$ cat config.mk
export PLATFORM = sky130hd
export DESIGN_NAME = chip_top
export DESIGN_NICKNAME = d
export VERILOG_FILES = /design/src/hw/link_pkg.sv /design/src/hw/tag_pkg.sv /design/src/hw/chip_top.sv /design/src/hw/link_rx.sv /design/src/hw/link_tx.sv /design/src/hw/tag_client.sv /design/src/hw/tag_master.sv /design/src/hw/tag_trace_replay.sv
export SDC_FILE = /design/constraint.sdc
export NUM_CORES = 1
export LEC_CHECK = 0
export BUFFER_PORTS_ARGS = -buffer_cell sky130_fd_sc_hd__buf_2
export CORE_MARGIN = 3
export CORE_UTILIZATION = 62
export CTS_CLUSTER_DIAMETER = 30
export DETAILED_ROUTE_END_ITERATION = 8
export HOLD_SLACK_MARGIN = 0.02
export PLACE_DENSITY = 0.86
export SYNTH_ARGS = -nofsm -noshare
export SYNTH_HDL_FRONTEND = slang
export SYNTH_HIERARCHICAL = 1
export SYNTH_SLANG_ARGS = --single-unit
$ cat constraint.sdc
create_clock -name clk -period 5.8 [get_ports clk]
set_clock_uncertainty 0.1 [all_clocks]
set_input_delay 0.29 -clock clk [delete_from_list [all_inputs] [get_ports clk]]
set_output_delay 0.29 -clock clk [all_outputs]
set_load 0.01 [all_outputs]
$ cat src/hw/link_pkg.sv
package link_pkg;

  //////////////////////////////////////////////////
  // Credit-based link sizing
  //////////////////////////////////////////////////

  // Width of one word on the link and on both core ports
  localparam int link_data_width   = 16;

  // Tokens held by the transmitter after reset, and also the receiver FIFO depth
  localparam int link_credits      = 4;

  // Holds 0 to link_credits inclusive
  localparam int link_credit_width = 3;

  // FIFO pointers wrap on their own because the depth is a power of two
  localparam int link_ptr_width    = $clog2(link_credits);

endpackage

$ cat src/hw/tag_pkg.sv
package tag_pkg;

  //////////////////////////////////////////////////
  // Tag bus geometry
  //////////////////////////////////////////////////

  // Four configuration clients sit behind the tag master
  localparam int tag_num_clients   = 4;
  localparam int tag_id_width      = 2;
  localparam int tag_payload_width = 7;
  localparam int tag_len_width     = 3;

  // Start bit, id, data_not_reset and length make up the packet header
  localparam int tag_header_bits   = 7;
  localparam int tag_packet_bits   = tag_header_bits + tag_payload_width;

  // Wide enough to count every bit of the longest packet
  localparam int tag_bit_idx_width = 4;

  //////////////////////////////////////////////////
  // Trace ROM format
  //////////////////////////////////////////////////

  localparam int trace_addr_width  = 6;
  localparam int trace_word_width  = 16;
  localparam int trace_count_width = 14;

  // Replay FSM state codes
  localparam logic [1:0] replay_fetch = 2'd0;
  localparam logic [1:0] replay_shift = 2'd1;
  localparam logic [1:0] replay_wait  = 2'd2;
  localparam logic [1:0] replay_done  = 2'd3;

  // Opcode zero is left unused, so a blank ROM word ends the trace
  typedef enum logic [1:0] {
    op_send   = 2'd1,
    op_wait   = 2'd2,
    op_finish = 2'd3
  } trace_op_e;

  // A send command carries one complete tag packet
  typedef struct packed {
    trace_op_e                    op;
    logic [tag_id_width-1:0]      id;
    logic                         data_not_reset;
    logic [tag_len_width-1:0]     len;
    logic [tag_payload_width-1:0] payload;
    logic                         spare;
  } trace_send_s;

  // A wait command idles the bus for a number of cycles
  typedef struct packed {
    trace_op_e                    op;
    logic [trace_count_width-1:0] count;
  } trace_wait_s;

  // The opcode sits in the same place in both views
  typedef union packed {
    trace_send_s send_view;
    trace_wait_s wait_view;
  } trace_word_u;

endpackage

$ cat src/hw/chip_top.sv
`timescale 1ns/1ps

module chip_top (
  input  logic                                  clk,
  input  logic                                  rst_i,
  output logic [tag_pkg::trace_addr_width-1:0]  rom_addr_o,
  input  logic [tag_pkg::trace_word_width-1:0]  rom_data_i,
  output logic                                  tag_done_o,
  output logic [tag_pkg::tag_payload_width-1:0] cfg1_o,
  output logic [tag_pkg::tag_payload_width-1:0] cfg2_o,
  output logic [tag_pkg::tag_payload_width-1:0] cfg3_o,
  input  logic                                  up_v_i,
  input  logic [link_pkg::link_data_width-1:0]  up_data_i,
  output logic                                  up_ready_o,
  output logic                                  link_v_o,
  output logic [link_pkg::link_data_width-1:0]  link_data_o,
  input  logic                                  link_token_i,
  input  logic                                  link_v_i,
  input  logic [link_pkg::link_data_width-1:0]  link_data_i,
  output logic                                  link_token_o,
  output logic                                  down_v_o,
  output logic [link_pkg::link_data_width-1:0]  down_data_o,
  input  logic                                  down_ready_i
);

  logic                                  tag_v;
  logic                                  tag_bit;
  logic [tag_pkg::tag_num_clients-1:0]   tag_wr;
  logic                                  tag_clr;
  logic [tag_pkg::tag_payload_width-1:0] tag_value;
  logic [tag_pkg::tag_payload_width-1:0] cfg [tag_pkg::tag_num_clients];

  //////////////////////////////////////////////////
  // Configuration path
  //////////////////////////////////////////////////

  tag_trace_replay replay (
    .clk        (clk),
    .rst_i      (rst_i),
    .rom_addr_o (rom_addr_o),
    .rom_data_i (rom_data_i),
    .tag_v_o    (tag_v),
    .tag_bit_o  (tag_bit),
    .done_o     (tag_done_o)
  );

  tag_master master (
    .clk       (clk),
    .rst_i     (rst_i),
    .tag_v_i   (tag_v),
    .tag_bit_i (tag_bit),
    .wr_o      (tag_wr),
    .clr_o     (tag_clr),
    .value_o   (tag_value)
  );

  // All clients share the value bus and each sees its own write strobe
  for (genvar i = 0; i < tag_pkg::tag_num_clients; i++)
  begin : g_client
    tag_client client (
      .clk     (clk),
      .rst_i   (rst_i),
      .wr_i    (tag_wr[i]),
      .clr_i   (tag_clr),
      .value_i (tag_value),
      .cfg_o   (cfg[i])
    );
  end

  // Clients 1 to 3 leave the chip as settings
  assign cfg1_o = cfg[1];
  assign cfg2_o = cfg[2];
  assign cfg3_o = cfg[3];

  //////////////////////////////////////////////////
  // Link path
  //////////////////////////////////////////////////

  // Client 0 bit 0 opens the transmitter
  link_tx tx (
    .clk          (clk),
    .rst_i        (rst_i),
    .enable_i     (cfg[0][0]),
    .up_v_i       (up_v_i),
    .up_data_i    (up_data_i),
    .up_ready_o   (up_ready_o),
    .link_v_o     (link_v_o),
    .link_data_o  (link_data_o),
    .link_token_i (link_token_i)
  );

  link_rx rx (
    .clk          (clk),
    .rst_i        (rst_i),
    .link_v_i     (link_v_i),
    .link_data_i  (link_data_i),
    .link_token_o (link_token_o),
    .down_v_o     (down_v_o),
    .down_data_o  (down_data_o),
    .down_ready_i (down_ready_i)
  );

endmodule

$ cat src/hw/link_rx.sv
`timescale 1ns/1ps

module link_rx (
  input  logic                                 clk,
  input  logic                                 rst_i,
  input  logic                                 link_v_i,
  input  logic [link_pkg::link_data_width-1:0] link_data_i,
  output logic                                 link_token_o,
  output logic                                 down_v_o,
  output logic [link_pkg::link_data_width-1:0] down_data_o,
  input  logic                                 down_ready_i
);

  logic [link_pkg::link_data_width-1:0]   mem [link_pkg::link_credits];
  logic [link_pkg::link_ptr_width-1:0]    wr_ptr_r;
  logic [link_pkg::link_ptr_width-1:0]    rd_ptr_r;
  logic [link_pkg::link_credit_width-1:0] count_r;
  logic                                   fifo_full;
  logic                                   push;
  logic                                   pop;
  logic                                   token_r;

  assign fifo_full   = (count_r == link_pkg::link_credit_width'(link_pkg::link_credits));
  assign push        = link_v_i && !fifo_full;
  assign down_v_o    = (count_r != '0);
  assign down_data_o = mem[rd_ptr_r];
  assign pop         = down_v_o && down_ready_i;

  //////////////////////////////////////////////////
  // Circular FIFO
  //////////////////////////////////////////////////

  // Storage is written on arrival and read from the head
  always_ff @(posedge clk)
  begin
    if (push)
    begin
      mem[wr_ptr_r] <= link_data_i;
    end
  end

  always_ff @(posedge clk)
  begin
    if (rst_i)
    begin
      wr_ptr_r <= '0;
      rd_ptr_r <= '0;
      count_r  <= '0;
      token_r  <= 1'b0;
    end
    else
    begin
      if (push)
      begin
        wr_ptr_r <= wr_ptr_r + 1'b1;
      end
      if (pop)
      begin
        rd_ptr_r <= rd_ptr_r + 1'b1;
      end
      // Occupancy moves only when push and pop differ
      case ({push, pop})
        2'b10:   count_r <= count_r + 1'b1;
        2'b01:   count_r <= count_r - 1'b1;
        default: count_r <= count_r;
      endcase
      // Every popped word frees a slot, so one token goes back
      token_r <= pop;
    end
  end

  assign link_token_o = token_r;

endmodule

$ cat src/hw/link_tx.sv
`timescale 1ns/1ps

module link_tx (
  input  logic                                 clk,
  input  logic                                 rst_i,
  input  logic                                 enable_i,
  input  logic                                 up_v_i,
  input  logic [link_pkg::link_data_width-1:0] up_data_i,
  output logic                                 up_ready_o,
  output logic                                 link_v_o,
  output logic [link_pkg::link_data_width-1:0] link_data_o,
  input  logic                                 link_token_i
);

  logic [link_pkg::link_credit_width-1:0] credit_r;
  logic [link_pkg::link_data_width-1:0]   data_r;
  logic                                   v_r;
  logic                                   accept;

  // Each credit stands for one free slot in the far FIFO
  assign up_ready_o = enable_i && (credit_r != '0);
  assign accept     = up_v_i && up_ready_o;

  //////////////////////////////////////////////////
  // Credit counter and output stage
  //////////////////////////////////////////////////

  always_ff @(posedge clk)
  begin
    if (rst_i)
    begin
      credit_r <= link_pkg::link_credit_width'(link_pkg::link_credits);
      v_r      <= 1'b0;
    end
    else
    begin
      v_r <= accept;
      // A word out and a token back in the same cycle cancel
      case ({accept, link_token_i})
        2'b10:   credit_r <= credit_r - 1'b1;
        2'b01:   credit_r <= credit_r + 1'b1;
        default: credit_r <= credit_r;
      endcase
    end
  end

  // Accepted word goes onto the link in the next cycle
  always_ff @(posedge clk)
  begin
    if (accept)
    begin
      data_r <= up_data_i;
    end
  end

  assign link_v_o    = v_r;
  assign link_data_o = data_r;

endmodule

$ cat src/hw/tag_client.sv
`timescale 1ns/1ps

module tag_client (
  input  logic                                  clk,
  input  logic                                  rst_i,
  input  logic                                  wr_i,
  input  logic                                  clr_i,
  input  logic [tag_pkg::tag_payload_width-1:0] value_i,
  output logic [tag_pkg::tag_payload_width-1:0] cfg_o
);

  logic [tag_pkg::tag_payload_width-1:0] cfg_r;

  //////////////////////////////////////////////////
  // Configuration register
  //////////////////////////////////////////////////

  // Only the write addressed to this client gets through
  always_ff @(posedge clk)
  begin
    if (rst_i)
    begin
      cfg_r <= '0;
    end
    else if (wr_i)
    begin
      // A packet with data_not_reset low clears the register
      if (clr_i)
      begin
        cfg_r <= '0;
      end
      else
      begin
        cfg_r <= value_i;
      end
    end
  end

  assign cfg_o = cfg_r;

endmodule

$ cat src/hw/tag_master.sv
`timescale 1ns/1ps

module tag_master (
  input  logic                                  clk,
  input  logic                                  rst_i,
  input  logic                                  tag_v_i,
  input  logic                                  tag_bit_i,
  output logic [tag_pkg::tag_num_clients-1:0]   wr_o,
  output logic                                  clr_o,
  output logic [tag_pkg::tag_payload_width-1:0] value_o
);

  logic [tag_pkg::tag_bit_idx_width-1:0] idx_r;
  logic [tag_pkg::tag_header_bits-1:0]   hdr_r;
  logic [tag_pkg::tag_payload_width-1:0] pl_r;
  logic [tag_pkg::tag_payload_width-1:0] pl_cur;
  logic [tag_pkg::tag_len_width-1:0]     len_cur;
  logic [tag_pkg::tag_len_width-1:0]     pl_idx;
  logic [tag_pkg::tag_bit_idx_width-1:0] end_idx;
  logic [tag_pkg::tag_id_width-1:0]      id_cur;
  logic                                  in_payload;
  logic                                  last_bit;

  // Header layout is start at bit 0, id at 2:1, data_not_reset at 3, length at 6:4
  assign id_cur     = hdr_r[2:1];
  assign in_payload = (idx_r >= tag_pkg::tag_header_bits);

  // On the last header bit the top length bit is still on the wire
  assign len_cur = (idx_r == tag_pkg::tag_header_bits - 1) ? {tag_bit_i, hdr_r[5:4]}
                                                           : hdr_r[6:4];

  assign end_idx = tag_pkg::tag_bit_idx_width'(tag_pkg::tag_header_bits - 1)
                 + tag_pkg::tag_bit_idx_width'(len_cur);

  assign pl_idx = tag_pkg::tag_len_width'(idx_r - tag_pkg::tag_header_bits);

  // Payload with the bit that is arriving now merged in
  always_comb
  begin
    pl_cur = pl_r;
    if (in_payload)
    begin
      pl_cur[pl_idx] = tag_bit_i;
    end
  end

  // The packet ends once the length says no more payload follows
  assign last_bit = tag_v_i && (idx_r >= tag_pkg::tag_header_bits - 1) && (idx_r == end_idx);

  //////////////////////////////////////////////////
  // Client write, taken by the client on this edge
  //////////////////////////////////////////////////

  assign wr_o    = last_bit ? (tag_pkg::tag_num_clients'(1) << id_cur) : '0;
  assign clr_o   = ~hdr_r[3];
  assign value_o = pl_cur;

  // Bit counter only leaves zero on a valid start bit
  always_ff @(posedge clk)
  begin
    if (rst_i)
    begin
      idx_r <= '0;
    end
    else if (!tag_v_i || last_bit || (idx_r == '0 && !tag_bit_i))
    begin
      idx_r <= '0;
    end
    else
    begin
      idx_r <= idx_r + 1'b1;
    end
  end

  // Header and payload fields fill as the bits arrive
  always_ff @(posedge clk)
  begin
    if (tag_v_i && !in_payload)
    begin
      hdr_r[idx_r[2:0]] <= tag_bit_i;
    end
    // Short payloads end up zero-extended
    if (tag_v_i && idx_r == '0)
    begin
      pl_r <= '0;
    end
    else if (tag_v_i && in_payload)
    begin
      pl_r <= pl_cur;
    end
  end

endmodule

$ cat src/hw/tag_trace_replay.sv
`timescale 1ns/1ps

module tag_trace_replay (
  input  logic                                 clk,
  input  logic                                 rst_i,
  output logic [tag_pkg::trace_addr_width-1:0] rom_addr_o,
  input  logic [tag_pkg::trace_word_width-1:0] rom_data_i,
  output logic                                 tag_v_o,
  output logic                                 tag_bit_o,
  output logic                                 done_o
);

  tag_pkg::trace_word_u                         word;
  logic [1:0]                                   state_r;
  logic [tag_pkg::trace_addr_width-1:0]         addr_r;
  logic [tag_pkg::trace_count_width-1:0]        cnt_r;
  logic [tag_pkg::tag_bit_idx_width-1:0]        bits_left_r;
  logic [tag_pkg::tag_bit_idx_width-1:0]        send_bits;
  logic [tag_pkg::tag_packet_bits-1:0]          shift_r;

  // The ROM answers in the same cycle, so the word is decoded straight away
  assign word = rom_data_i;

  // Header bits plus the payload bits that the length asks for
  assign send_bits = tag_pkg::tag_bit_idx_width'(tag_pkg::tag_header_bits)
                   + tag_pkg::tag_bit_idx_width'(word.send_view.len);

  assign rom_addr_o = addr_r;
  assign tag_v_o    = (state_r == tag_pkg::replay_shift);
  assign tag_bit_o  = shift_r[0];
  assign done_o     = (state_r == tag_pkg::replay_done);

  //////////////////////////////////////////////////
  // Command FSM
  //////////////////////////////////////////////////

  always_ff @(posedge clk)
  begin
    if (rst_i)
    begin
      state_r     <= tag_pkg::replay_fetch;
      addr_r      <= '0;
      cnt_r       <= '0;
      bits_left_r <= '0;
    end
    else
    begin
      case (state_r)
        tag_pkg::replay_fetch:
        begin
          case (word.send_view.op)
            tag_pkg::op_send:
            begin
              addr_r      <= addr_r + 1'b1;
              bits_left_r <= send_bits;
              state_r     <= tag_pkg::replay_shift;
            end
            tag_pkg::op_wait:
            begin
              addr_r <= addr_r + 1'b1;
              cnt_r  <= word.wait_view.count;
              // A zero count falls through to the next word
              if (word.wait_view.count != '0)
              begin
                state_r <= tag_pkg::replay_wait;
              end
            end
            // Finish, or an unknown opcode, stops the trace here
            default:
            begin
              state_r <= tag_pkg::replay_done;
            end
          endcase
        end
        tag_pkg::replay_shift:
        begin
          bits_left_r <= bits_left_r - 1'b1;
          if (bits_left_r == 1)
          begin
            state_r <= tag_pkg::replay_fetch;
          end
        end
        tag_pkg::replay_wait:
        begin
          cnt_r <= cnt_r - 1'b1;
          if (cnt_r == 1)
          begin
            state_r <= tag_pkg::replay_fetch;
          end
        end
        // Done is sticky until the next reset
        default:
        begin
          state_r <= tag_pkg::replay_done;
        end
      endcase
    end
  end

  // Packet image leaves LSB first, start bit at the bottom
  always_ff @(posedge clk)
  begin
    if (state_r == tag_pkg::replay_fetch)
    begin
      shift_r <= {word.send_view.payload, word.send_view.len,
                  word.send_view.data_not_reset, word.send_view.id, 1'b1};
    end
    else if (state_r == tag_pkg::replay_shift)
    begin
      shift_r <= shift_r >> 1;
    end
  end

endmodule

; ---- Word level (Yosys, flattened, before mapping)
; Memories as Yosys holds them, arrays and structs flattened. A register that Yosys moved wholly into a read port is not among the register bits.
; Index checks and enable logic that the tools add are counted.
[op_classes]
add_sub_neg = 13
magnitude_cmp = 6
n_eq_ne = 19
n_shift = 1
mux = 27
n_reduce_logical = 33
[ops]
columns = op, count
row1 = 14-bit 2-to-1 mux, 3
row2 = 14-bit case mux with 2 select lines, 1
row3 = 7-bit bitwise mux, 2
row4 = "14-bit by 1-bit equality test with 1-bit output, second input constant", 1
row5 = 7-bit 2-to-1 mux, 2
row6 = 14-bit nonzero test, 1
row7 = "14-bit by 1-bit subtractor with 14-bit output, second input constant", 1
row8 = 1-bit logical AND, 12
row9 = 3-bit case mux with 2 select lines, 2
row10 = "2-bit equality test, second input constant", 5
row11 = 2-bit 2-to-1 mux, 5
row12 = "3-bit by 3-bit adder with 4-bit output, first input constant", 2
row13 = "2-bit by 1-bit equality test with 1-bit output, second input constant", 4
row14 = "4-bit by 3-bit greater-or-equal comparator with 1-bit output, second input constant", 2
row15 = "3-bit by 4-bit less-than comparator with 1-bit output, second input constant", 2
row16 = 4-bit 2-to-1 mux, 2
row17 = 4-bit case mux with 2 select lines, 1
row18 = 2-bit nonzero test, 4
row19 = "3-bit by 1-bit adder with 3-bit output, second input constant", 2
row20 = "6-bit by 1-bit adder with 6-bit output, second input constant", 1
row21 = 1-bit demux with 3-bit select, 2
row22 = "3-bit by 1-bit greater-or-equal comparator with 1-bit output, second input constant", 2
row23 = "2-bit != test, second input constant", 3
row24 = 2-bit case mux with 3 select lines, 1
row25 = 23 further kinds, 36
[word_totals]
register_bits = 108
ramBits = 64
input_bits = 54
output_inout_bits = 64
word_cells = 120
n_memories = 1
[memory_table]
columns = name, words, word_bits, rd, rd_ports_with_merged_regs, write_ports, line_no
row1 = rx.mem, 4, 16, 1, 1, 1, link_rx.sv:14  ; logic [link_pkg::link_data_width-1:0] mem [link_pkg::link_credits];

; ---- Longest topological paths before layout
[depth]
depth_word = 8
ltp_mapped = 12
ltp_nobuf = 10

; ---- Hierarchy
; The synthesis kept the hierarchy.
[by_module_without_submodules]
columns = module, n_inst, cells_each, area_per_inst_um2, seq_area_each_um2
row1 = link_rx, 1, 138, 2856.5, 2122.0
row2 = tag_trace_replay, 1, 255, 2275.9, 930.9
row3 = tag_client, 4, 29, 282.8, 140.1
row4 = tag_master, 1, 119, 1107.3, 400.4
row5 = link_tx, 1, 35, 675.6, 560.5

; ---- Worst setup path after synthesis
; Ideal clock, no wire load.
[synth_path]
path_kind = reg2reg
startpoint = reg master/idx_r[0] in the netlist's numbering
endpoint = reg g_client[1].client.cfg_r (netlist bit g_client[1].client/cfg_o[0])
setup_ns = 0.070
arrival_ns = 2.592
required_ns = 5.630
setup_slack_ns = 3.038
path_stages_with_launch = 13
path_buffers = 2
synth_period_minus_slack_ns = 2.762
cell_sequence = dfxtp_1 -> buf_2 -> inv_1 -> ha_1 -> nand3b_1 -> mux2i_1 -> ha_1 -> xor2_1 -> nand4_1 -> nor4b_1 -> buf_6 -> nand3b_1 -> a21oi_1
[synth_between]
elab_chain_len = 8
word_cells_on_any_way = 18
cone_classes = add/sub: 2 / order compare: 4 / eq/ne: 2 / mux: 7 / reduce/logical: 3
[synth_rtl]
columns = element, line_no
row1 = from (decl), tag_master.sv:13  ; logic [tag_pkg::tag_bit_idx_width-1:0] idx_r;
row2 = from (signal assigned), tag_master.sv:71  ; idx_r <= idx_r + 1'b1;
row3 = 3-bit subtractor *, tag_master.sv:35  ; assign pl_idx = tag_pkg::tag_len_width'(idx_r - tag_pkg::tag_header_bits);
row4 = named net master.pl_idx (one bit), tag_master.sv:18  ; logic [tag_pkg::tag_len_width-1:0] pl_idx;
row5 = 3-bit by 4-bit less-than comparator with 1-bit output (not written as such) / 3-bit by 1-bit greater-or-equal comparator with 1-bit output (equally long branches), tag_master.sv:43  ; pl_cur[pl_idx] = tag_bit_i;
row6 = 1-bit logical AND (not written as such), tag_master.sv:43
row7 = 1-bit 2-to-1 mux (not written as such), tag_master.sv:43
row8 = 1-bit demux with 3-bit select *, -
row9 = 7-bit bitwise mux *, tag_master.sv:43
row10 = 7-bit 2-to-1 mux *, tag_master.sv:41  ; if (in_payload)
row11 = 7-bit 2-to-1 mux *, -
row12 = to (signal assigned), tag_client.sv:34  ; cfg_r <= value_i;
row13 = to (decl), tag_client.sv:12  ; logic [tag_pkg::tag_payload_width-1:0] cfg_r;
; The timed path passes the listed nets; every way through them passes the cells marked *.
; A chain may end at the register's enable or synchronous reset.

; ---- Worst setup path in the final report
[layout_path]
startpoint = reg master/idx_r[0] in the netlist's numbering
endpoint = reg g_client[3].client.cfg_r (netlist bit g_client[3].client/cfg_o[0])
[layout_between]
elab_chain_len = 8
word_cells_on_any_way = 18
cone_classes = add/sub: 2 / order compare: 4 / eq/ne: 2 / mux: 7 / reduce/logical: 3
[layout_rtl]
columns = element, line_no
row1 = 3-bit subtractor *, tag_master.sv:35
row2 = named net master.pl_idx (one bit), tag_master.sv:18
row3 = 3-bit by 4-bit less-than comparator with 1-bit output (not written as such) / 3-bit by 1-bit greater-or-equal comparator with 1-bit output (equally long branches), tag_master.sv:43
row4 = 1-bit logical AND (not written as such), tag_master.sv:43
row5 = 1-bit 2-to-1 mux (not written as such), tag_master.sv:43
row6 = 1-bit demux with 3-bit select *, -
row7 = 7-bit bitwise mux *, tag_master.sv:43
row8 = 7-bit 2-to-1 mux *, tag_master.sv:41
row9 = 7-bit 2-to-1 mux *, -
row10 = to (signal assigned), tag_client.sv:34
row11 = to (decl), tag_client.sv:12
; Marked as above.

==> flow_metrics.py <==
metrics = {
    "clock_network": {
        "clk_latency_ns": 0.42,
        "path_clk_slew_ns": 0.06,
        "clock_path_buffers": 2,
        "cts_setup_buffers": 0,
        "cts-root-buf": "clkbuf_16",
        "post_cts_resized": 0,
        "h-tree-depth": 4,
        "cts.sink_count": 173,
        "cts_tree": "done",
        "cts.hold.buffers_added": 32,
        "cts_buffers": 17,
    },
    "routing": {
        "via_per_inst": 6.01,
        "drc": 0,
        "drt-pass1-iter-count": 5,
        "wl_microns": 18100,
        "wl_per_cell_microns": 18.9,
        "drt-initial-drc-count": 472,
        "antenna_left": 0,
        "vias": 5772,
    },
    "layout": {
        "syn2layout_area_growth_pct": 20.1,
        "utilization_pct": 77.2,
        "layout-drive-gt1-share_pct": 22.3,
        "final_area_sq_mm": 0.00938,
        "nets": 860,
    },
    "critical_path": {
        "cp.arrival_ns": 4.00,
        "endpoint_kind": "register",
        "path_cells": "inv_1 > ha_1 > nand3b_1 > mux2i_1 > ha_1 > a21boi_0 > nand4_1 > nor3_1 > nand3b_1 > a21oi_1",
        "path_delay_family": "simple AND/OR/NAND/NOR gates",
        "cp_num_cells": 10,
        "r2r-start": "master/idx_r[0]",
        "crit_path_start": "master/idx_r[0]",
        "rrSetupSlack_ns": 2.03,
        "crit_slowest_cell": "nor3_1",
        "reg2reg_depth": 10,
        "reg2reg_to": "g_client[3].client/cfg_o[0]",
        "worstSetupEndpoint": "g_client[3].client/cfg_o[0]",
        "worst_ep_required_time_ns": 6.03,
        "path_max_fanout": 16,
        "critPathKind": "register to register",
        "cp_num_buf_inv": 1,
        "start_kind": "register",
        "critPathMaxStageDelay_ns": 1.04,
    },
    "synthesis": {
        "syn_area_per_cell_sq_um": 12.2,
        "synth_cells": 639,
        "syn_nets": 720,
        "syn-cell-area_sq_mm": 0.00781,
        "synth_warnings": 6,
    },
    "placement": {
        "dpl_worst_slack_ns": 2.28,
        "portBuffers": 117,
        "place_area_sq_mm": 0.00845,
        "finalWeightedCongestion": 0.876,
        "post-dp-hpwl_microns": 11500,
    },
    "grt": {
        "grt_pass1_wl_microns": 29100,
        "grt.total_usage_pct": 26.1,
        "overflow": 0,
        "top_usage_layer": "met2",
        "grt_use_met3_pct": 6.12,
        "gr-usage-met1_pct": 31.6,
        "grt_antenna_before_repair": 2,
        "grt_use_met2_pct": 45.8,
        "grt_pass1_vias": 5769,
        "grt_start_max_net_pins": 68,
    },
    "pwr": {
        "power.density_mw_per_mm2": 418,
        "ir_drop_uv": 272,
        "p_leak_nw": 3.61,
    },
    "sta": {
        "finalHoldViolCount": 0,
        "min_period_over_period_pct": 65.0,
        "tightest_slew_ns": 1.24,
        "rsz0062_at_grt": "no",
        "holdWs_ns": 0.0617,
        "maxSlewHeadroom_pct": 17.0,
        "slew_viol_final": 0,
        "layout_min_cycle_time_ns": 3.77,
        "setup_tns_ns": 0,
        "finalSetupViolations": 0,
        "max_clock_freq_mhz": 265,
        "worst_slack_ns": 2.03,
    },
    "outcome": {
        "status": "finished clean",
    },
    "die": {
        "core-area_sq_mm": 0.0122,
        "start_util_pct": 64.2,
        "ios": 118,
        "die-height_microns": 118,
        "die-area_sq_mm": 0.0140,
        "die_w_microns": 118,
        "fp-row-count": 40,
    },
    "run": {
        "maxCapViolCount": 0,
    },
    "worst_hold_path": {
        "worst_hold_path_type": "input port to register",
    },
}
==> stage by stage <==
stage / power, mW / cells
2_1_floorplan: 2.46 / 639
3_3_place_gp: 2.67 / 896
3_5_place_dp: 2.73 / 896
4_1_cts: 3.92 / 960
5_1_grt: 4.13 / 961
6_report: 3.92 / 961
==> layout by cell type, fill, tap and decap left out, drive strengths merged, types with 3 or more instances in the layout <==
| cell | count |
|---|---|
| xnor2 | 6 |
| clkinv | 4 |
| mux4 | 16 |
| a31oi | 4 |
| a21oi | 49 |
| nand3b | 26 |
| nor4 | 6 |
| and2 | 6 |
| nand4 | 8 |
| nand2b | 32 |
| or4 | 3 |
| a211oi | 10 |
| nand2 | 34 |
| dlygate4sd3 | 32 |
| nor2 | 43 |
| clkbuf | 18 |
| nor4b | 3 |
| nand3 | 9 |
| o21ai | 17 |
| xor2 | 13 |
| dfxtp | 74 |
| mux2i | 12 |
| edfxtp | 99 |
| nor2b | 8 |
| mux2 | 9 |
| buf | 119 |
| o31ai | 5 |
| o22ai | 4 |
| bufinv | 3 |
| a21boi | 3 |
| ha | 25 |
| or3 | 4 |
| inv | 34 |
| nor3 | 11 |
| a22o | 10 |
| a22oi | 3 |
==> layer usage <==
metal	vias up	routed length [microns]	share of wire (%)
li1	2652	-	-
met1	2810	7040	39
met2	275	9510	52
met3	33	1230	6.8
met4	2	328	1.8
met5	-	16	0.088
==> worst register-to-register path, delay by kind of cell (launching register included) <==
kind,cells,cell delay (ns)
simple gates,4,1.62
flops,1,0.62
compound gates,2,0.56
fa+ha+maj,2,0.51
buf+inv,1,0.19
mux,1,0.09
==> power by group <==
group	leakage [nW]	internal [mW]	switching (mW)	total, mW
Clock	0.296	0.688	0.483	1.17
Combinational	1.80	0.454	0.609	1.06
Sequential	1.52	1.51	0.182	1.69
==> how the worst min path moves through the flow <==
stage | startpoint | depth (start not counted) | end
6_report | down_ready_i | 3 | rx/link_token_o
5_1_grt | rom_data_i[9] | 3 | replay/cnt_r[9]
4_1_cts | down_ready_i | 3 | rx/link_token_o
3_5_place_dp | g_client[1].client/cfg_o[4] | 2 | g_client[1].client/cfg_o[4]
3_3_place_gp | master/pl_r[2] | 2 | master/pl_r[2]
2_1_floorplan | rst_i | 1 | g_client[0].client/cfg_o[0]
==> cell type report <==
type	instances	area (sq um)
Antenna cell	1	2.50
Clock buffer	18	429
Clock inverter	14	183
Fill cell	727	2780
Inverter	28	105
Multi-Input combinational cell	408	3080
Sequential cell	173	4450
Tap cell	168	210
Timing Repair Buffer	151	921
==> registers in the layout, summed over array words and instances (netlist names), named ones only <==
name / flops
g_client.client/cfg_o: 22
master/hdr_r: 6
master/idx_r: 4
master/pl_r: 7
replay/bits_left_r: 4
replay/cnt_r: 14
replay/rom_addr_o: 6
replay/shift_r: 14
replay/state_r: 2
rx/count_r: 3
rx/link_token_o: 1
rx/mem: 64
rx/rd_ptr_r: 2
rx/wr_ptr_r: 2
tx/credit_r: 3
tx/link_data_o: 16
tx/link_v_o: 1
Note: power is estimated with default switching activity, not from simulation.
